## config.mk

```make
export PLATFORM = sky130hd
export DESIGN_NAME = uart_echo
export DESIGN_NICKNAME = d
export VERILOG_FILES = /design/src/uart_pkg.sv /design/src/uart_echo.sv /design/src/byte_fifo.sv /design/src/uart_tx.sv /design/src/uart_rx.sv
export SDC_FILE = /design/constraint.sdc
export NUM_CORES = 1
export LEC_CHECK = 0
export BUFFER_PORTS_ARGS = -buffer_cell sky130_fd_sc_hd__buf_2
export CORE_UTILIZATION = 30
export DETAILED_ROUTE_END_ITERATION = 8
export PLACE_DENSITY = 0.49
export SLEW_MARGIN = 10
export SYNTH_ARGS = -nofsm -noshare
export SYNTH_HDL_FRONTEND = slang
export SYNTH_HIERARCHICAL = 1
export SYNTH_SLANG_ARGS = --single-unit
export TNS_END_PERCENT = 10
```

## constraint.sdc

```tcl
create_clock -name clk -period 3 [get_ports clk]
set_input_delay 0.15 -clock clk [delete_from_list [all_inputs] [get_ports clk]]
set_output_delay 0.15 -clock clk [all_outputs]
set_load 0.02 [all_outputs]
```

## src/uart_pkg.sv

```systemverilog
`default_nettype none

package uart_pkg;

   // ~~~~~~~~~~~~~~~~~~~~~~~~~~~~~~~~~~~~~~~~~~~~~~~~~~~~~~~~~~~~
   // bit timing
   // ~~~~~~~~~~~~~~~~~~~~~~~~~~~~~~~~~~~~~~~~~~~~~~~~~~~~~~~~~~~~

   // short bit time for simulation
   localparam int CLK_PER_HALF_BIT = 4;
   localparam int CLK_PER_BIT = CLK_PER_HALF_BIT * 2;
   // tx stop bit is cut to nine tenths of a bit
   localparam int CLK_STOP_BIT = (CLK_PER_BIT * 9) / 10;

   // byte fifo
   localparam int FIFO_DEPTH = 8;
   localparam int FIFO_AW = 3;

   // ~~~~~~~~~~~~~~~~~~~~~~~~~~~~~~~~~~~~~~~~~~~~~~~~~~~~~~~~~~~~
   // types
   // ~~~~~~~~~~~~~~~~~~~~~~~~~~~~~~~~~~~~~~~~~~~~~~~~~~~~~~~~~~~~

   typedef logic [7:0] byte_t;
   typedef logic [2:0] bitcnt_t;
   typedef logic [15:0] baudcnt_t;
   // extra msb tells full from empty
   typedef logic [FIFO_AW:0] fifo_ptr_t;

   typedef enum logic [1:0] {
      tx_idle,
      tx_start_bit,
      tx_data,
      tx_stop_bit
   } tx_state_t;

   typedef enum logic [1:0] {
      rx_idle,
      rx_start_bit,
      rx_data,
      rx_stop_bit
   } rx_state_t;

   // one event per received frame
   typedef struct packed {
      logic  valid;
      logic  frame_err;
      byte_t data;
   } rx_event_t;

endpackage

`default_nettype wire
```

## src/uart_echo.sv

```systemverilog
`timescale 1ns/1ps
`default_nettype none

module uart_echo import uart_pkg::*; (
   input  logic clk,
   input  logic rstn,
   input  logic rxd,
   input  logic hold,
   output logic txd,
   output logic frame_err,
   output logic overrun
);

   rx_event_t rx_ev;
   byte_t     fifo_head;
   logic      fifo_full;
   logic      fifo_empty;
   logic      tx_start;
   logic      tx_busy;
   logic      start_q;

   uart_rx u_rx (
      .clk   (clk),
      .rstn  (rstn),
      .rxd   (rxd),
      .rx_ev (rx_ev)
   );

   byte_fifo u_fifo (
      .clk     (clk),
      .rstn    (rstn),
      .push    (rx_ev.valid),
      .wr_data (rx_ev.data),
      .pop     (tx_start),
      .rd_data (fifo_head),
      .full    (fifo_full),
      .empty   (fifo_empty)
   );

   // ~~~~~~~~~~~~~~~~~~~~~~~~~~~~~~~~~~~~~~~~~~~~~~~~~~~~~~~~~~~~
   // transmit issue
   // ~~~~~~~~~~~~~~~~~~~~~~~~~~~~~~~~~~~~~~~~~~~~~~~~~~~~~~~~~~~~

   // tx_busy lags a start by one cycle, so block back to back starts
   always_ff @(posedge clk) begin
      if (!rstn) begin
         start_q <= 1'b0;
      end else begin
         start_q <= tx_start;
      end
   end

   // start and pop go together
   assign tx_start = !fifo_empty && !hold && !tx_busy && !start_q;

   uart_tx u_tx (
      .clk      (clk),
      .rstn     (rstn),
      .tx_start (tx_start),
      .sdata    (fifo_head),
      .tx_busy  (tx_busy),
      .txd      (txd)
   );

   // status pulses
   assign frame_err = rx_ev.frame_err;
   assign overrun = rx_ev.valid && fifo_full;

endmodule

`default_nettype wire

```

## src/byte_fifo.sv

```systemverilog
`timescale 1ns/1ps
`default_nettype none

module byte_fifo import uart_pkg::*; (
   input  logic  clk,
   input  logic  rstn,
   input  logic  push,
   input  byte_t wr_data,
   input  logic  pop,
   output byte_t rd_data,
   output logic  full,
   output logic  empty
);

   byte_t     mem [FIFO_DEPTH];
   fifo_ptr_t wr_ptr;
   fifo_ptr_t rd_ptr;
   fifo_ptr_t wr_ptr_nxt;
   fifo_ptr_t rd_ptr_nxt;
   logic      do_push;
   logic      do_pop;

   // push on full and pop on empty are dropped
   assign do_push = push && !full;
   assign do_pop = pop && !empty;

   assign wr_ptr_nxt = wr_ptr + fifo_ptr_t'(do_push);
   assign rd_ptr_nxt = rd_ptr + fifo_ptr_t'(do_pop);

   // ~~~~~~~~~~~~~~~~~~~~~~~~~~~~~~~~~~~~~~~~~~~~~~~~~~~~~~~~~~~~
   // pointers and flags
   // ~~~~~~~~~~~~~~~~~~~~~~~~~~~~~~~~~~~~~~~~~~~~~~~~~~~~~~~~~~~~

   always_ff @(posedge clk) begin
      if (!rstn) begin
         wr_ptr <= '0;
         rd_ptr <= '0;
         full <= 1'b0;
         empty <= 1'b1;
      end else begin
         wr_ptr <= wr_ptr_nxt;
         rd_ptr <= rd_ptr_nxt;
         empty <= (wr_ptr_nxt == rd_ptr_nxt);
         // same slot, different lap
         full <= (wr_ptr_nxt[FIFO_AW] != rd_ptr_nxt[FIFO_AW]) &&
                 (wr_ptr_nxt[FIFO_AW-1:0] == rd_ptr_nxt[FIFO_AW-1:0]);
      end
   end

   // ~~~~~~~~~~~~~~~~~~~~~~~~~~~~~~~~~~~~~~~~~~~~~~~~~~~~~~~~~~~~
   // storage
   // ~~~~~~~~~~~~~~~~~~~~~~~~~~~~~~~~~~~~~~~~~~~~~~~~~~~~~~~~~~~~

   always_ff @(posedge clk) begin
      if (do_push) begin
         mem[wr_ptr[FIFO_AW-1:0]] <= wr_data;
      end
   end

   // head byte, valid while not empty
   assign rd_data = mem[rd_ptr[FIFO_AW-1:0]];

endmodule

`default_nettype wire

```

## src/uart_tx.sv

```systemverilog
`timescale 1ns/1ps
`default_nettype none

module uart_tx import uart_pkg::*; (
   input  logic  clk,
   input  logic  rstn,
   input  logic  tx_start,
   input  byte_t sdata,
   output logic  tx_busy,
   output logic  txd
);

   tx_state_t state;
   baudcnt_t  counter;
   bitcnt_t   bit_idx;
   byte_t     txbuf;
   logic      accept;
   logic      next_ev;
   logic      stop_ev;

   assign accept = (state == tx_idle) && tx_start;

   // ~~~~~~~~~~~~~~~~~~~~~~~~~~~~~~~~~~~~~~~~~~~~~~~~~~~~~~~~~~~~
   // baud events
   // ~~~~~~~~~~~~~~~~~~~~~~~~~~~~~~~~~~~~~~~~~~~~~~~~~~~~~~~~~~~~

   assign next_ev = (counter == baudcnt_t'(CLK_PER_BIT - 1));
   assign stop_ev = (counter == baudcnt_t'(CLK_STOP_BIT - 1));

   // free running, realigned on every accepted start
   always_ff @(posedge clk) begin
      if (!rstn) begin
         counter <= '0;
      end else if (accept || next_ev) begin
         counter <= '0;
      end else begin
         counter <= counter + baudcnt_t'(1);
      end
   end

   // ~~~~~~~~~~~~~~~~~~~~~~~~~~~~~~~~~~~~~~~~~~~~~~~~~~~~~~~~~~~~
   // shift state machine
   // ~~~~~~~~~~~~~~~~~~~~~~~~~~~~~~~~~~~~~~~~~~~~~~~~~~~~~~~~~~~~

   always_ff @(posedge clk) begin
      if (!rstn) begin
         state <= tx_idle;
         bit_idx <= '0;
         txd <= 1'b1;
         tx_busy <= 1'b0;
      end else begin
         unique case (state)
            tx_idle: begin
               if (tx_start) begin
                  txd <= 1'b0;
                  state <= tx_start_bit;
               end
            end
            tx_start_bit: begin
               // busy follows the accepting edge by one clock
               tx_busy <= 1'b1;
               if (next_ev) begin
                  txd <= txbuf[0];
                  bit_idx <= '0;
                  state <= tx_data;
               end
            end
            tx_data: begin
               if (next_ev) begin
                  if (bit_idx == bitcnt_t'(7)) begin
                     txd <= 1'b1;
                     state <= tx_stop_bit;
                  end else begin
                     txd <= txbuf[0];
                     bit_idx <= bit_idx + bitcnt_t'(1);
                  end
               end
            end
            tx_stop_bit: begin
               // short stop, line stays high through idle
               if (stop_ev) begin
                  tx_busy <= 1'b0;
                  state <= tx_idle;
               end
            end
            default: begin
               state <= tx_idle;
            end
         endcase
      end
   end

   // byte buffer, bit 0 always holds the next bit to send
   always_ff @(posedge clk) begin
      if (accept) begin
         txbuf <= sdata;
      end else if (next_ev && (state == tx_start_bit || state == tx_data)) begin
         txbuf <= txbuf >> 1;
      end
   end

endmodule

`default_nettype wire

```

## src/uart_rx.sv

```systemverilog
`timescale 1ns/1ps
`default_nettype none

module uart_rx import uart_pkg::*; (
   input  logic      clk,
   input  logic      rstn,
   input  logic      rxd,
   output rx_event_t rx_ev
);

   logic      rxd_meta;
   logic      rxd_s;
   rx_state_t state;
   baudcnt_t  counter;
   bitcnt_t   bit_idx;
   byte_t     shreg;
   logic      half_ev;
   logic      bit_ev;
   logic      ev_valid;
   logic      ev_ferr;

   // ~~~~~~~~~~~~~~~~~~~~~~~~~~~~~~~~~~~~~~~~~~~~~~~~~~~~~~~~~~~~
   // input synchroniser
   // ~~~~~~~~~~~~~~~~~~~~~~~~~~~~~~~~~~~~~~~~~~~~~~~~~~~~~~~~~~~~

   // idle line is high
   always_ff @(posedge clk) begin
      if (!rstn) begin
         rxd_meta <= 1'b1;
         rxd_s <= 1'b1;
      end else begin
         rxd_meta <= rxd;
         rxd_s <= rxd_meta;
      end
   end

   // ~~~~~~~~~~~~~~~~~~~~~~~~~~~~~~~~~~~~~~~~~~~~~~~~~~~~~~~~~~~~
   // frame state machine
   // ~~~~~~~~~~~~~~~~~~~~~~~~~~~~~~~~~~~~~~~~~~~~~~~~~~~~~~~~~~~~

   assign half_ev = (counter == baudcnt_t'(CLK_PER_HALF_BIT - 1));
   assign bit_ev = (counter == baudcnt_t'(CLK_PER_BIT - 1));

   always_ff @(posedge clk) begin
      if (!rstn) begin
         state <= rx_idle;
         counter <= '0;
         bit_idx <= '0;
         ev_valid <= 1'b0;
         ev_ferr <= 1'b0;
      end else begin
         ev_valid <= 1'b0;
         ev_ferr <= 1'b0;
         counter <= counter + baudcnt_t'(1);

         unique case (state)
            rx_idle: begin
               counter <= '0;
               if (!rxd_s) begin
                  state <= rx_start_bit;
               end
            end
            rx_start_bit: begin
               // recheck at the start bit centre, a short glitch goes back to idle
               if (half_ev) begin
                  counter <= '0;
                  bit_idx <= '0;
                  if (rxd_s) begin
                     state <= rx_idle;
                  end else begin
                     state <= rx_data;
                  end
               end
            end
            rx_data: begin
               if (bit_ev) begin
                  counter <= '0;
                  if (bit_idx == bitcnt_t'(7)) begin
                     state <= rx_stop_bit;
                  end else begin
                     bit_idx <= bit_idx + bitcnt_t'(1);
                  end
               end
            end
            rx_stop_bit: begin
               // report at stop centre, ready for the next start edge
               if (bit_ev) begin
                  ev_valid <= rxd_s;
                  ev_ferr <= !rxd_s;
                  state <= rx_idle;
               end
            end
            default: begin
               state <= rx_idle;
            end
         endcase
      end
   end

   // data bits arrive lsb first
   always_ff @(posedge clk) begin
      if (state == rx_data && bit_ev) begin
         shreg <= {rxd_s, shreg[7:1]};
      end
   end

   // shreg stays put from the last data bit until the next frame
   assign rx_ev = '{valid: ev_valid, frame_err: ev_ferr, data: shreg};

endmodule

`default_nettype wire

```

-- After elaboration in Yosys (flattened, before gate mapping)
Memory sizes are Yosys's and may differ from the RTL's. A register that Yosys moved wholly into a read port is not among the register bits.
Index checks and enable logic that the tools add are counted.
- register bits: 75
- RAM bits: 64
- input port bits: 4
- output and inout port bits: 3
- logic and storage cells: 123
- memories: 1
- $add $sub $neg: 6
- equality and inequality tests: 27
- multiplexer cells: 36
- bitwise operators: 1
- reduce and logical (&&, ||, !) cells: 33
- memory list (name ; words ; bits a word ; rd ports ; clocked after memory_dff ; write ports ; line ; text):
    u_fifo.mem ; 8 ; 8 ; 1 ; 1 ; 1 ; byte_fifo.sv:15 ; byte_t mem [FIFO_DEPTH];
- operator list (cell ; count):
    $eq 16x3->1 const B ; 3
    $pmux 16 s3 ; 1
    $add 16x1->16 const B ; 2
    $mux 16 ; 2
    $mux 2 ; 11
    $mux 3 ; 7
    $eq 16x2->1 const B ; 1
    $mux 8 ; 2
    $ne 2x1->1 const B ; 8
    $pmux 2 s4 ; 2
    $pmux 3 s2 ; 2
    $reduce_and 4->1 ; 3
    $logic_and 1x1->1 ; 10
    $reduce_and 5->1 ; 2
    $add 4x1->4 ; 2
    $eq 2x2->1 const B ; 4
    $ne 2x2->1 const B ; 4
    $reduce_bool 2->1 ; 4
    $mux 1 ; 7
    $add 3x1->3 const B ; 2
    $eq 3x3->1 const B ; 2
    $logic_not 1->1 ; 6
    $eq 2x1->1 const B ; 2
    $eq 4x4->1 ; 1
    11 further kinds ; 13

-- Depth between registers and ports, before layout
Gate-level depths: netlist of the first run.
- word-level depth: 8
- gate-level depth with buffers: 8
- gate-level depth less buffers: 8

-- Hierarchy
Netlist of the first run, hierarchy kept.
- modules (own cells, without submodules) (module ; instances ; cells each ; area each (sq um) ; seq. area each (sq um)):
    byte_fifo ; 1 ; 145 ; 2974.1 ; 2122.0
    uart_rx ; 1 ; 144 ; 1586.5 ; 740.7
    uart_tx ; 1 ; 154 ; 1508.9 ; 700.7
    uart_echo ; 1 ; 4 ; 45.0 ; 20.0

-- Worst setup path before layout of the first run
Ideal clock, no wire load.
- path type: reg-to-reg
- from: register u_rx.counter[0]
- to: register u_rx.shreg[0] (enable)
- setup time: 383 ps
- arrival: 1805 ps
- data required time: 2617 ps
- slack: 811 ps
- stages on the path, launching flop included: 6
- buffers on the path: 0
- period minus slack after synthesis: 2189 ps
- path through: dfxtp_1 ha_1 nor4b_4 and4_2 nand2_1 nor3_1
- cells in the longest elaborated chain, start to end: 2
- ends and longest elaborated chain (item ; line ; text):
    start: declaration ; uart_rx.sv:14 ; baudcnt_t counter;
    start signal: assignment ; uart_rx.sv:54 ; counter <= counter + baudcnt_t'(1);
    $eq 16x3->1 ; uart_rx.sv:42 ; assign bit_ev = (counter == baudcnt_t'(CLK_PER_BIT - 1));
    $logic_and 1x1->1 ; uart_rx.sv:102 ; if (state == rx_data && bit_ev) begin
    end signal: assignment ; uart_rx.sv:103 ; shreg <= {rxd_s, shreg[7:1]};
    end: declaration ; uart_rx.sv:16 ; byte_t shreg;
Every way passes these cells.
A chain may end at the register's enable or synchronous reset.

-- Worst setup path in the final report of the first run
- from: register u_tx.tx_busy
- to: register u_fifo.empty
- cells in the longest elaborated chain, start to end: 6
- ends and longest elaborated chain (item ; line ; text):
    start: declaration ; uart_tx.sv:9 ; output logic tx_busy,
    start signal: assignment ; uart_tx.sv:50 ; tx_busy <= 1'b0;
    start signal: assignment ; uart_tx.sv:61 ; tx_busy <= 1'b1;
    start signal: assignment ; uart_tx.sv:82 ; tx_busy <= 1'b0;
    $logic_not 1->1 ; uart_echo.sv:54 ; assign tx_start = !fifo_empty && !hold && !tx_busy && !start_q;
    $logic_and 1x1->1 (2 in series) ; uart_echo.sv:54 ;
    net tx_start ; uart_echo.sv:18 ; logic tx_start;
    $logic_and 1x1->1 ; byte_fifo.sv:25 ; assign do_pop = pop && !empty;
    $add 4x1->4 ; byte_fifo.sv:28 ; assign rd_ptr_nxt = rd_ptr + fifo_ptr_t'(do_pop);
    $eq 4x4->1 ; byte_fifo.sv:43 ; empty <= (wr_ptr_nxt == rd_ptr_nxt);
    end signal: assignment ; byte_fifo.sv:43 ;
    end: declaration ; byte_fifo.sv:12 ; output logic empty
The timed path passes the listed nets, and every way through them passes these cells.

==> results of run 1 <==
flip-flops by register name, summed over array words and instances (netlist names), named ones only:
signal	count
u_tx/txd	1
u_fifo/wr_ptr	4
u_tx/tx_busy	1
u_tx/counter	16
u_rx/shreg	8
u_tx/bit_idx	3
u_rx/counter	16
u_fifo/empty	1
u_rx/ev_valid	1
u_fifo/mem	64
u_rx/rxd_meta	1
u_rx/state	1
u_rx/ev_ferr	1
start_q	1
u_rx/rxd_s	1
u_fifo/full	1
u_rx/bit_idx	3
u_fifo/rd_ptr	4
u_tx/txbuf	8
u_tx/state	2
how the worst max path moves through the flow:
| stage | startpoint | endpoint |
|---|---|---|
| detailed placement | u_tx/tx_busy | u_fifo/empty |
| CTS | u_tx/tx_busy | u_fifo/empty |
| global placement | u_tx/tx_busy | u_fifo/full |
| finish | u_tx/tx_busy | u_fifo/empty |
| global route | u_tx/tx_busy | u_fifo/full |
| floorplan | u_rx/counter[0] | u_rx/shreg[0] |
cell usage in the layout, fill, tap and decap left out, types with 3 or more instances in the layout:
cell type,instances
a21boi_0,5
a21oi_1,8
a21oi_2,10
and2_1,8
and3_1,5
and4_1,3
buf_2,6
buf_4,14
clkbuf_16,17
clkinv_1,3
clkinv_2,4
clkinvlp_4,4
dfxtp_1,59
edfxtp_1,80
ha_1,15
inv_1,13
mux2_2,15
mux2i_1,6
mux4_1,15
nand2_1,30
nand2b_1,10
nand3_1,14
nand3b_1,3
nand4_1,11
nor2_1,32
nor2b_1,4
nor3_1,9
nor3b_1,5
nor4_1,5
o21ai_0,5
or3_1,3
xnor2_1,20
xor2_1,16
area by class of cell:
| cell class | instances | area share (%) |
|---|---|---|
| clock buffers | 18 | 6.12 |
| clock inverters | 14 | 1.86 |
| inverters | 13 | 0.696 |
| multi-input cells | 278 | 33.4 |
| flip-flops and latches | 139 | 51.1 |
| well taps | 265 | 4.73 |
| repair buffers | 21 | 2.07 |
logic make-up after synthesis:
group,after synthesis
AOI/OAI and AO/OA,34
xor gates and xnor gates,37
adders and majority gates,15
muxes,37
buffers and inverters,30
and+or+nand+nor,155
DFF,139
per-layer routing:
layer  GRT usage (%)  up-vias  share of wire [%]
li1                -     1693                  -
met1            14.1     1647                 46
met2            19.2       29                 50
met3            3.16        8                2.7
met4            4.49        0               0.85
met5               0        -                  0
worst register-to-register path: stages (launching register included):
cell,delay [ns]
dfxtp_1,0.33
nor4_2,0.44
nor2b_1,0.20
ha_1,0.19
ha_1,0.16
xor2_1,0.20
xor2_1,0.09
or3_1,0.36
o21ai_0,0.18
power by group through the flow:
stage	Clock [mW]	Sequential [mW]	Combinational, mW
2_1_floorplan	0	2.07	0.0775
3_3_place_gp	0	2.07	0.100
3_5_place_dp	0	2.07	0.101
4_1_cts	2.03	2.03	0.102
5_1_grt	2.10	2.04	0.116
6_report	1.97	2.03	0.100
==> metrics.md, run 1 <==
| Metric | Value |
|---|---|
| Status | completed |
| FF-to-FF End | u_fifo/empty |
| DRT Wirelength | ~11000 µm |
| Worst r2r path cells | 8 |
| GRT Overall Usage | 11.5% |
| Vias per cell | 4.51 |
| Post-synth top area share | 39.3% |
| P_leak | 2.34 nW |
| Worst-path clk slew | 0.06 ns |
| Mapped Nets | 466 |
| Root buffer cell | clkbuf_16 |
| Mapped Cells | 447 |
| Internal reg-to-reg setup slack | 0.76 ns |
| Final hold slack | 0.102 ns |
| Top FF cell, synth | edfxtp_1 |
| Sw Share | 20.5% |
| Hold_sp | hold |
| Wire length per cell | 14.6 µm |
| Final hold viol count | 0 |
| Combinational Power Share | 2.4% |
| RSZ-0062 raised after global routing | false |
| Tmin final | 2.24 ns |
| Final Instance Count excl. Fillers | 748 |
| Simple-Gate Fraction of Synth Area | 14.8% |
| Max-cap violations | 0 |
| Final Power | between 4 and 5 mW |
| Core area | 19700 µm² |
| Worst Hold Endpoint | start_q |
| Crit. End Element | flip-flop |
| Port Buf Inserts | 6 |
| Vias in the first global route | 3402 |
| Via count | 3377 |
| RePlAce Congestion | 0.750 |
| Dpl cells | roughly 700 |
| Startpoint Class | flip-flop |
| Critical path arrival | around 2.6 ns |
| Final worst slack | between 0.7 and 0.8 ns |
| DR iter-0 viols | 165 |
| Worst hold path depth | 3 |
| Die ar. | 21000 µm² |
| First-pass GRT wire length | ~18000 µm |
| CP max-delay cell | nor4_2 |
| Final Max Tran Viols | 0 |
| Die width | ~140 µm |
| Setup WS pre-CTS | 0.797 ns |
| Worst relative slew slack | 56.5% |
| Total congestion overflow | 0 |
| Multiplexer area fraction after synthesis | 10.6% |
| Initial antenna violation count | 0 |
| Register Area | 3580 µm² |
| Synthesized area per cell | 13.7 µm² |
| Internal power | 3.26 mW |
| Final period util | 74.7% |
| Synth Area in XOR/XNOR | 5.55% |
| Synth Area in Compound Gates | roughly 4.4% |
| Multi-input gate area | 2350 µm² |
| Top Family by Delay on Critical Path | simple AND/OR/NAND/NOR gates |
| Syn-to-layout area delta | 14.7% |
| Pwr Density | 585 nW/µm² |
| Fillers | 1904 |
| CP max stage delay | 0.44 ns |
| Unique cell type count in the Yosys netlist | 51 |
| Cell Chain, Critical Path | nor4_2, nor2b_1, ha_1, ha_1, xor2_1, xor2_1, or3_1, o21ai_0 |
| Seq/Total Area, Yosys | between 50% and 60% |
| Setup bufs post-CTS | 0 |
| CTS max path bufs | 2 |
| Synth top cells by count | edfxtp_1 (80), dfxtp_1 (59), nor2_1 (32), nand2_1 (30), xnor2_1 (20) |
| Tightest Pin Transition | 0.652 ns |
| Clock sinks | 139 |
| Worst-Skew Late Latency | 0.41 ns |
| Final Util | 35.6% |
| CTS tree | built |
| Count leader, synth | edfxtp_1 |
| Async set-reset flop share out of synthesis | 0% |
| R2R Path Start | u_tx/tx_busy |
| Post-DP HPWL | around 7200 µm |
| Top Ports | 7 |
| H-tree Lvls | 4 |
| Largest area contributor in the netlist | edfxtp_1 |
| CTS hold repair buffers | 1 |
| Part of the power in the clock network | 48.0% |
| DIE HEIGHT | around 140 µm |
| Resize count post-CTS | 0 |
| First drt pass iteration count | 4 |
| Largest family of logic cells by synthesized area | simple AND/OR/NAND/NOR gates |
| DRC errors left | 0 |
| Largest net degree at the start of global routing | 33 |
| CP bufs+invs | 0 |
| Fin area | 7010 µm² |
| Total clock buffers created by CTS | 17 |
| Sw Pwr | 842 µW |
| Placed Area | ~6400 µm² |
| Post-synthesis adder-cell area fraction | 3.07% |
| Critical path type | flip-flop to flip-flop |
| Sequential share of power | approximately half |
| WP data required | 3.32 ns |
| CP Depth | 8 |
| Worst-case vdd ir drop | 0.000317 V |
| Nets | between 400 and 500 |
| Top post-synthesis cells by area | edfxtp_1 (39%), dfxtp_1 (19%), mux4_1 (6.4%), ha_1 (3.1%), xnor2_1 (2.9%) |
| Initial core utilization | 31.0% |
| Skew final | 0.00907 ns |
| Share of cells above drive strength 1 | 18.2% |
| Mapped cell area | 6110 µm² |
| Synth Register Bits | 139 |
| F_max | 446 MHz |
| Setup-failing EPs final | 0 |
| Number of enable flip-flop cells after synthesis | 80 |
| Worst min path class | input pin to flip-flop |
| Num rows | 51 |
| Post-detailed-route count of antenna-violating nets | 0 |
| Crit-path max FO | 5 |
| Total Neg Setup Slack | 0 ns |
| # diodes | 0 |
| Synthesis warning total | 6 |
Note: power is estimated with default switching activity, not from simulation.
==> run 2, diff against run 1 <==
- clock period: 3 -> 2.3 ns (I/O delays scaled with it)
==> run 2 against run 1 <==
  * Fmax increased by 8.7%
  * Clock power increased by 38%
  * Design area increased by 1.3%
  * Cell count increased by 0.13%
  * Sequential cell count unchanged
  * Via count increased by 0.33%
  * Non-clock buffer count increased by 1
  * Clock skew increased by 0.010 ns
  * Count of clock-buffer cells in the layout increased by 5
  * Critical endpoint is now u_fifo/full
==> metrics.md, run 2 (synthesis gave the netlist of run 1 again) <==
| Metric | Value |
|---|---|
| Largest net degree at the start of global routing | 19 (was 33) |
| FF-to-FF End | u_fifo/full (was u_fifo/empty) |
| Most frequent cells in the layout | edfxtp_1 (80), dfxtp_1 (59), nor2_1 (32), nand2_1 (30) (was edfxtp_1 (80), dfxtp_1 (59), nor2_1 (32), nand2_1 (30), xnor2_1 (20)) |
| Tmin final | 2.06 ns (was 2.24 ns) |
| Num rows | 51 (unchanged) |
| Core area | 19700 µm² (unchanged) |
| Vias per cell | 4.52 (was 4.51) |
| Critical path arrival | 2.40 ns (was 2.56 ns) |
| Critical path type | flip-flop to flip-flop (unchanged) |
| Worst-path clk slew | 0.06 ns (about the same) |
| F_max | 485 MHz (was 446 MHz) |
| Total clock buffers created by CTS | 17 (unchanged) |
| Via count | 3388 (was 3377) |
| Hold_sp | rstn (was hold) |
| Worst Hold Endpoint | u_tx/txd (was start_q) |
| # diodes | 0 (unchanged) |
| P_leak | 2.39 nW (was 2.34 nW) |
| Worst-case vdd ir drop | 0.000551 V (was 0.000317 V) |
| Final Max Tran Viols | 0 (unchanged) |
| DRT Wirelength | 10600 µm (was 10900 µm) |
| Crit-path max FO | 2 (was 5) |
| RSZ-0062 raised after global routing | false (unchanged) |
| Top Ports | 7 (unchanged) |
| Pwr Density | 775 nW/µm² (was 585 nW/µm²) |
| Vias in the first global route | 3281 (was 3402) |
| Die ar. | 21000 µm² (unchanged) |
| Worst-Skew Late Latency | 0.42 ns (was 0.41 ns) |
| Setup-failing EPs final | 0 (unchanged) |
| Max reg flops | 64 (unchanged) |
| Skew final | 0.0193 ns (was 0.00907 ns) |
| Post-DP HPWL | 6960 µm (was 7220 µm) |
| DIE HEIGHT | 145 µm (unchanged) |
| Clock sinks | 139 (unchanged) |
| Max-cap violations | 0 (unchanged) |
| Initial antenna violation count | 0 (unchanged) |
| Nets | 490 (was 489) |
| Worst r2r path cells | 8 (unchanged) |
| Final period util | 89.6% (was 74.7%) |
| Worst hold path depth | 2 (was 3) |
| Initial core utilization | 31.0% (unchanged) |
| Final hold viol count | 0 (unchanged) |
| Crit. End Element | flip-flop (unchanged) |
| First drt pass iteration count | 4 (unchanged) |
| CTS max path bufs | 2 (unchanged) |
| Root buffer cell | clkbuf_16 (unchanged) |
| Die width | 145 µm (unchanged) |
| Startpoint Class | flip-flop (unchanged) |
| Total congestion overflow | 0 (unchanged) |
| DR iter-0 viols | 134 (was 165) |
| Port Buf Inserts | 6 (unchanged) |
| Worst relative slew slack | 59.5% (was 56.5%) |
| Share of cells above drive strength 1 | 19.0% (was 18.2%) |
| Tightest Pin Transition | 0.607 ns (was 0.652 ns) |
| DRC errors left | 0 (unchanged) |
| R2R Path Start | u_tx/tx_busy (unchanged) |
| Worst min path class | input pin to flip-flop (unchanged) |
| Status | completed (unchanged) |
| Dpl cells | 716 (was 715) |
| Final Instance Count excl. Fillers | 749 (was 748) |
| Total Neg Setup Slack | 0 ns (unchanged) |
| Syn-to-layout area delta | 16.2% (was 14.7%) |
| RePlAce Congestion | 0.777 (was 0.750) |
| Wire length per cell | 14.1 µm (was 14.6 µm) |
| H-tree Lvls | 4 (unchanged) |
| Most common cell after layout, fill and taps aside | edfxtp_1 (unchanged) |
| Internal reg-to-reg setup slack | 0.24 ns (was 0.76 ns) |
| CTS tree | built (unchanged) |
| WP data required | 2.64 ns (was 3.32 ns) |
| Post-detailed-route count of antenna-violating nets | 0 (unchanged) |
| GRT Overall Usage | 11.1% (was 11.5%) |
| First-pass GRT wire length | 16900 µm (was 17700 µm) |
## run 2: changes by cell type in the layout (fill, tap and decap cells not counted), sizes merged
cell	previous run	this run
buf	20	21
bufinv	2	1
clkbuf	18	23
clkinvlp	4	0
## run 2: how the worst max path moves through the flow
stage               startpoint             to  cells after the start
3_5_place_dp      u_tx/tx_busy    u_fifo/full                      8
4_1_cts           u_tx/tx_busy    u_fifo/full                      8
5_1_grt           u_tx/tx_busy   u_fifo/empty                      8
6_report          u_tx/tx_busy    u_fifo/full                      8
3_3_place_gp      u_tx/tx_busy    u_fifo/full                      6
2_1_floorplan  u_rx/counter[0]  u_rx/shreg[0]                      5
## run 2: final cells by class
cell class                 instances  area, µm²
fill                            1868      12600
sequential                       139       3580
multi-input combinational        278       2360
clock buffer                      23        532
tap                              265        332
timing repair buffer              22        165
clock inverter                     9       80.1
inverter                          13       48.8
## run 2: power breakdown
group	internal [mW]	switching [mW]	leakage, nW
Clock	1.73	0.985	0.306
Combinational	0.0548	0.0806	0.886
Sequential	2.63	0.0260	1.19
Total	4.41	1.09	2.39
## run 2: critical path: stages, from the launching register on
cell and delay (ns):
dfxtp_1 0.34, nor4_4 0.28, nor2b_1 0.17, ha_1 0.17, ha_1 0.19, xor2_2 0.10, xor2_1 0.19, or3_1 0.37
nor3b_1 0.17
## run 2: stage by stage
step / setup slack, ns / hold slack [ns] / total power, mW / util, % / instance area, µm²
after floorplan: 0.111 / 0.191 / 2.80 / - / 6110
after global placement: 0.297 / 0.318 / 2.84 / 32.8 / 6460
after detailed placement: 0.243 / 0.325 / 2.84 / 32.8 / 6460
after CTS: 0.194 / 0.0669 / 5.59 / 35.9 / 7090
after global routing: 0.0126 / 0.0753 / 5.70 / 36.0 / 7100
final: 0.239 / 0.0726 / 5.51 / 36.0 / 7100
## run 2: what timing repair did
action / in CTS / in global routing
hold endpoints to repair: 1 / 0
hold buffers: 1 / 0
gates resized for setup: 0 / 2
buffers inserted: 0 / 0
endpoints found under the setup margin: 0 / 2
## run 2: metal layers
metal / share of wire (%) / global-route usage [%]
met5: 0 / 0
met4: 0.96 / 4.04
met3: 3.2 / 4.01
met2: 51 / 18.8
met1: 45 / 12.7
==> run 3, diff against run 2 <==
- CORE_UTILIZATION: 30 -> 35
- PLACE_DENSITY: 0.49 -> 0.54
- SLEW_MARGIN: 10 -> unset
==> run 3 against run 2 <==
  * Count of clock-buffer cells in the layout is 2 lower
  * Via count rose by 2.0%
  * Total power is 1.1% lower
  * Sequential cell count stayed put
==> metrics.md, run 3 (synthesis gave the netlist of run 1 again) <==
| Metric | Value |
|---|---|
| Fillers | 1573 (was 1868) |
| Tightest Pin Transition | 0.629 ns (was 0.607 ns) |
| Vias per cell | 4.90 (was 4.52) |
| Combinational Power Share | 2.5% (about the same) |
| Hold_sp | rstn (unchanged) |
| Internal reg-to-reg setup slack | 0.24 ns (about the same) |
| Pwr Density | 776 nW/µm² (was 775 nW/µm²) |
| Num rows | 47 (was 51) |
| Sequential share of power | 48.7% (was 48.2%) |
| DIE HEIGHT | 134 µm (was 145 µm) |
| GRT Overall Usage | 12.7% (was 11.1%) |
| First drt pass iteration count | 4 (unchanged) |
| Syn-to-layout area delta | 14.7% (was 16.2%) |
| Most frequent cells in the layout | edfxtp_1 (80), dfxtp_1 (59), nor2_1 (32), nand2_1 (30), xnor2_1 (20) (was edfxtp_1 (80), dfxtp_1 (59), nor2_1 (32), nand2_1 (30)) |
| FF-to-FF End | u_fifo/full (unchanged) |
| Final hold viol count | 0 (unchanged) |
| CP max stage delay | 0.37 ns (about the same) |
| Most common cell after layout, fill and taps aside | edfxtp_1 (unchanged) |
| Startpoint Class | flip-flop (unchanged) |
| CTS max path bufs | 2 (unchanged) |
| Worst-path clk slew | 0.06 ns (about the same) |
| CP bufs+invs | 0 (unchanged) |
| Core area | 16800 µm² (was 19700 µm²) |
| Post-detailed-route count of antenna-violating nets | 0 (unchanged) |
| Total Neg Setup Slack | 0 ns (unchanged) |
| CP max-delay cell | or3_1 (unchanged) |
| Worst-Skew Late Latency | 0.42 ns (about the same) |
| P_leak | 2.38 nW (was 2.39 nW) |
| Top Ports | 7 (unchanged) |
| Worst min path class | input pin to flip-flop (unchanged) |
| DRC errors left | 0 (unchanged) |
| Internal power | 4.31 mW (was 4.41 mW) |
| Max reg flops | 64 (unchanged) |
| Final period util | 89.7% (was 89.6%) |
| Initial antenna violation count | 0 (unchanged) |
| Top Family by Delay on Critical Path | simple AND/OR/NAND/NOR gates (unchanged) |
| Tmin final | 2.06 ns (about the same) |
| Total clock buffers created by CTS | 17 (unchanged) |
| Initial core utilization | 36.4% (was 31.0%) |
| Worst r2r path cells | 8 (unchanged) |
| Worst-case vdd ir drop | 0.000508 V (was 0.000551 V) |
| DRT Wirelength | 10500 µm (was 10600 µm) |
| Worst Hold Endpoint | u_rx/rxd_s (was u_tx/txd) |
| R2R Path Start | u_tx/tx_busy (unchanged) |
| Final Instance Count excl. Fillers | 705 (was 749) |
| Final Max Tran Viols | 0 (unchanged) |
| Critical path arrival | 2.40 ns (about the same) |
| F_max | 485 MHz (about the same) |
| Final Util | 41.7% (was 36.0%) |
| DR iter-0 viols | 158 (was 134) |
| Die ar. | 18000 µm² (was 21000 µm²) |
| Nets | 491 (was 490) |
| H-tree Lvls | 4 (unchanged) |
| WP data required | 2.63 ns (was 2.64 ns) |
| Wire length per cell | 14.9 µm (was 14.1 µm) |
| Crit-path max FO | 2 (unchanged) |
| Sw Pwr | 1.14 mW (was 1.09 mW) |
| RSZ-0062 raised after global routing | false (unchanged) |
| Resize count post-CTS | 0 (unchanged) |
| Critical path type | flip-flop to flip-flop (unchanged) |
| First-pass GRT wire length | 17200 µm (was 16900 µm) |
| Worst relative slew slack | 58.0% (was 59.5%) |
| Sw Share | 20.9% (was 19.8%) |
| Clock sinks | 139 (unchanged) |
| # diodes | 0 (unchanged) |
| Part of the power in the clock network | 48.8% (was 49.4%) |
| Cell Chain, Critical Path | nor4_2, nor2b_1, ha_1, ha_1, xor2_1, xor2_1, or3_1, nor3b_1 (was nor4_4, nor2b_1, ha_1, ha_1, xor2_2, xor2_1, or3_1, nor3b_1) |
| Worst hold path depth | 2 (unchanged) |
| Largest net degree at the start of global routing | 19 (unchanged) |
| Via count | 3455 (was 3388) |
| Post-DP HPWL | 6950 µm (was 6960 µm) |
| RePlAce Congestion | 0.743 (was 0.777) |
| Root buffer cell | clkbuf_16 (unchanged) |
| Total congestion overflow | 0 (unchanged) |
| Dpl cells | 672 (was 716) |
| Share of cells above drive strength 1 | 19.4% (was 19.0%) |
| Port Buf Inserts | 6 (unchanged) |
| Die width | 134 µm (was 145 µm) |
| Max-cap violations | 0 (unchanged) |
| Crit. End Element | flip-flop (unchanged) |
| Vias in the first global route | 3383 (was 3281) |
| CP Depth | 8 (unchanged) |
| CTS tree | built (unchanged) |
| Status | completed (unchanged) |
| Skew final | 0.00924 ns (was 0.0193 ns) |
| Setup-failing EPs final | 0 (unchanged) |
==> run 3: final cells by class <==
| cell class | count | area [µm²] | area share, % |
|---|---|---|---|
| Sequential cell | 139 | 3580 | 51.1 |
| Multi-Input combinational cell | 278 | 2350 | 33.4 |
| Clock buffer | 21 | 483 | 6.89 |
| Tap cell | 220 | 275 | 3.92 |
| Timing Repair Buffer | 23 | 173 | 2.46 |
| Clock inverter | 11 | 105 | 1.50 |
| Inverter | 13 | 48.8 | 0.696 |
==> run 3: what timing repair did <==
| action | in CTS | in global routing |
|---|---|---|
| endpoints found under the hold margin | 1 | 0 |
| buffers inserted | 0 | 0 |
| hold buffers | 1 | 0 |
==> run 3: layer usage <==
metal	track usage [%]	wire length [µm]
met5	0	0
met4	4.99	108
met3	3.97	287
met2	20.2	5050
met1	16.1	5070
==> run 3: worst register-to-register path, delay by kind of cell (launching register included) <==
| kind | cells | cell delay [ns] |
|---|---|---|
| and+or+nand+nor | 4 | 1.02 |
| adders and majority gates | 2 | 0.35 |
| DFF | 1 | 0.32 |
| xor gates and xnor gates | 2 | 0.31 |
==> run 3: power groups by stage <==
stage	sequential, mW	clock [mW]	combinational (mW)
6_report	2.65	2.66	0.137
5_1_grt	2.65	2.82	0.155
4_1_cts	2.65	2.73	0.139
3_5_place_dp	2.70	0	0.137
3_3_place_gp	2.70	0	0.133
2_1_floorplan	2.70	0	0.101
==> run 3: worst max-delay path by stage <==
stage | startpoint | to | slack, ns
after floorplan | u_rx/counter[0] | u_rx/shreg[0] | 0.11
after global placement | u_tx/tx_busy | u_fifo/full | 0.28
after detailed placement | u_tx/tx_busy | u_fifo/full | 0.26
after CTS | u_tx/tx_busy | u_fifo/full | 0.20
after global routing | u_tx/tx_busy | u_fifo/full | 0.02
final | u_tx/tx_busy | u_fifo/full | 0.24
==> run 3: stage by stage <==
stage	hold WS, ns	cell area [µm²]	setup slack (ns)	power, mW
6_report	0.0594	7010	0.236	5.44
5_1_grt	0.0743	7010	0.0235	5.63
4_1_cts	0.0611	7010	0.202	5.52
3_5_place_dp	0.308	6420	0.261	2.84
3_3_place_gp	0.302	6420	0.282	2.84
2_1_floorplan	0.191	6110	0.111	2.80
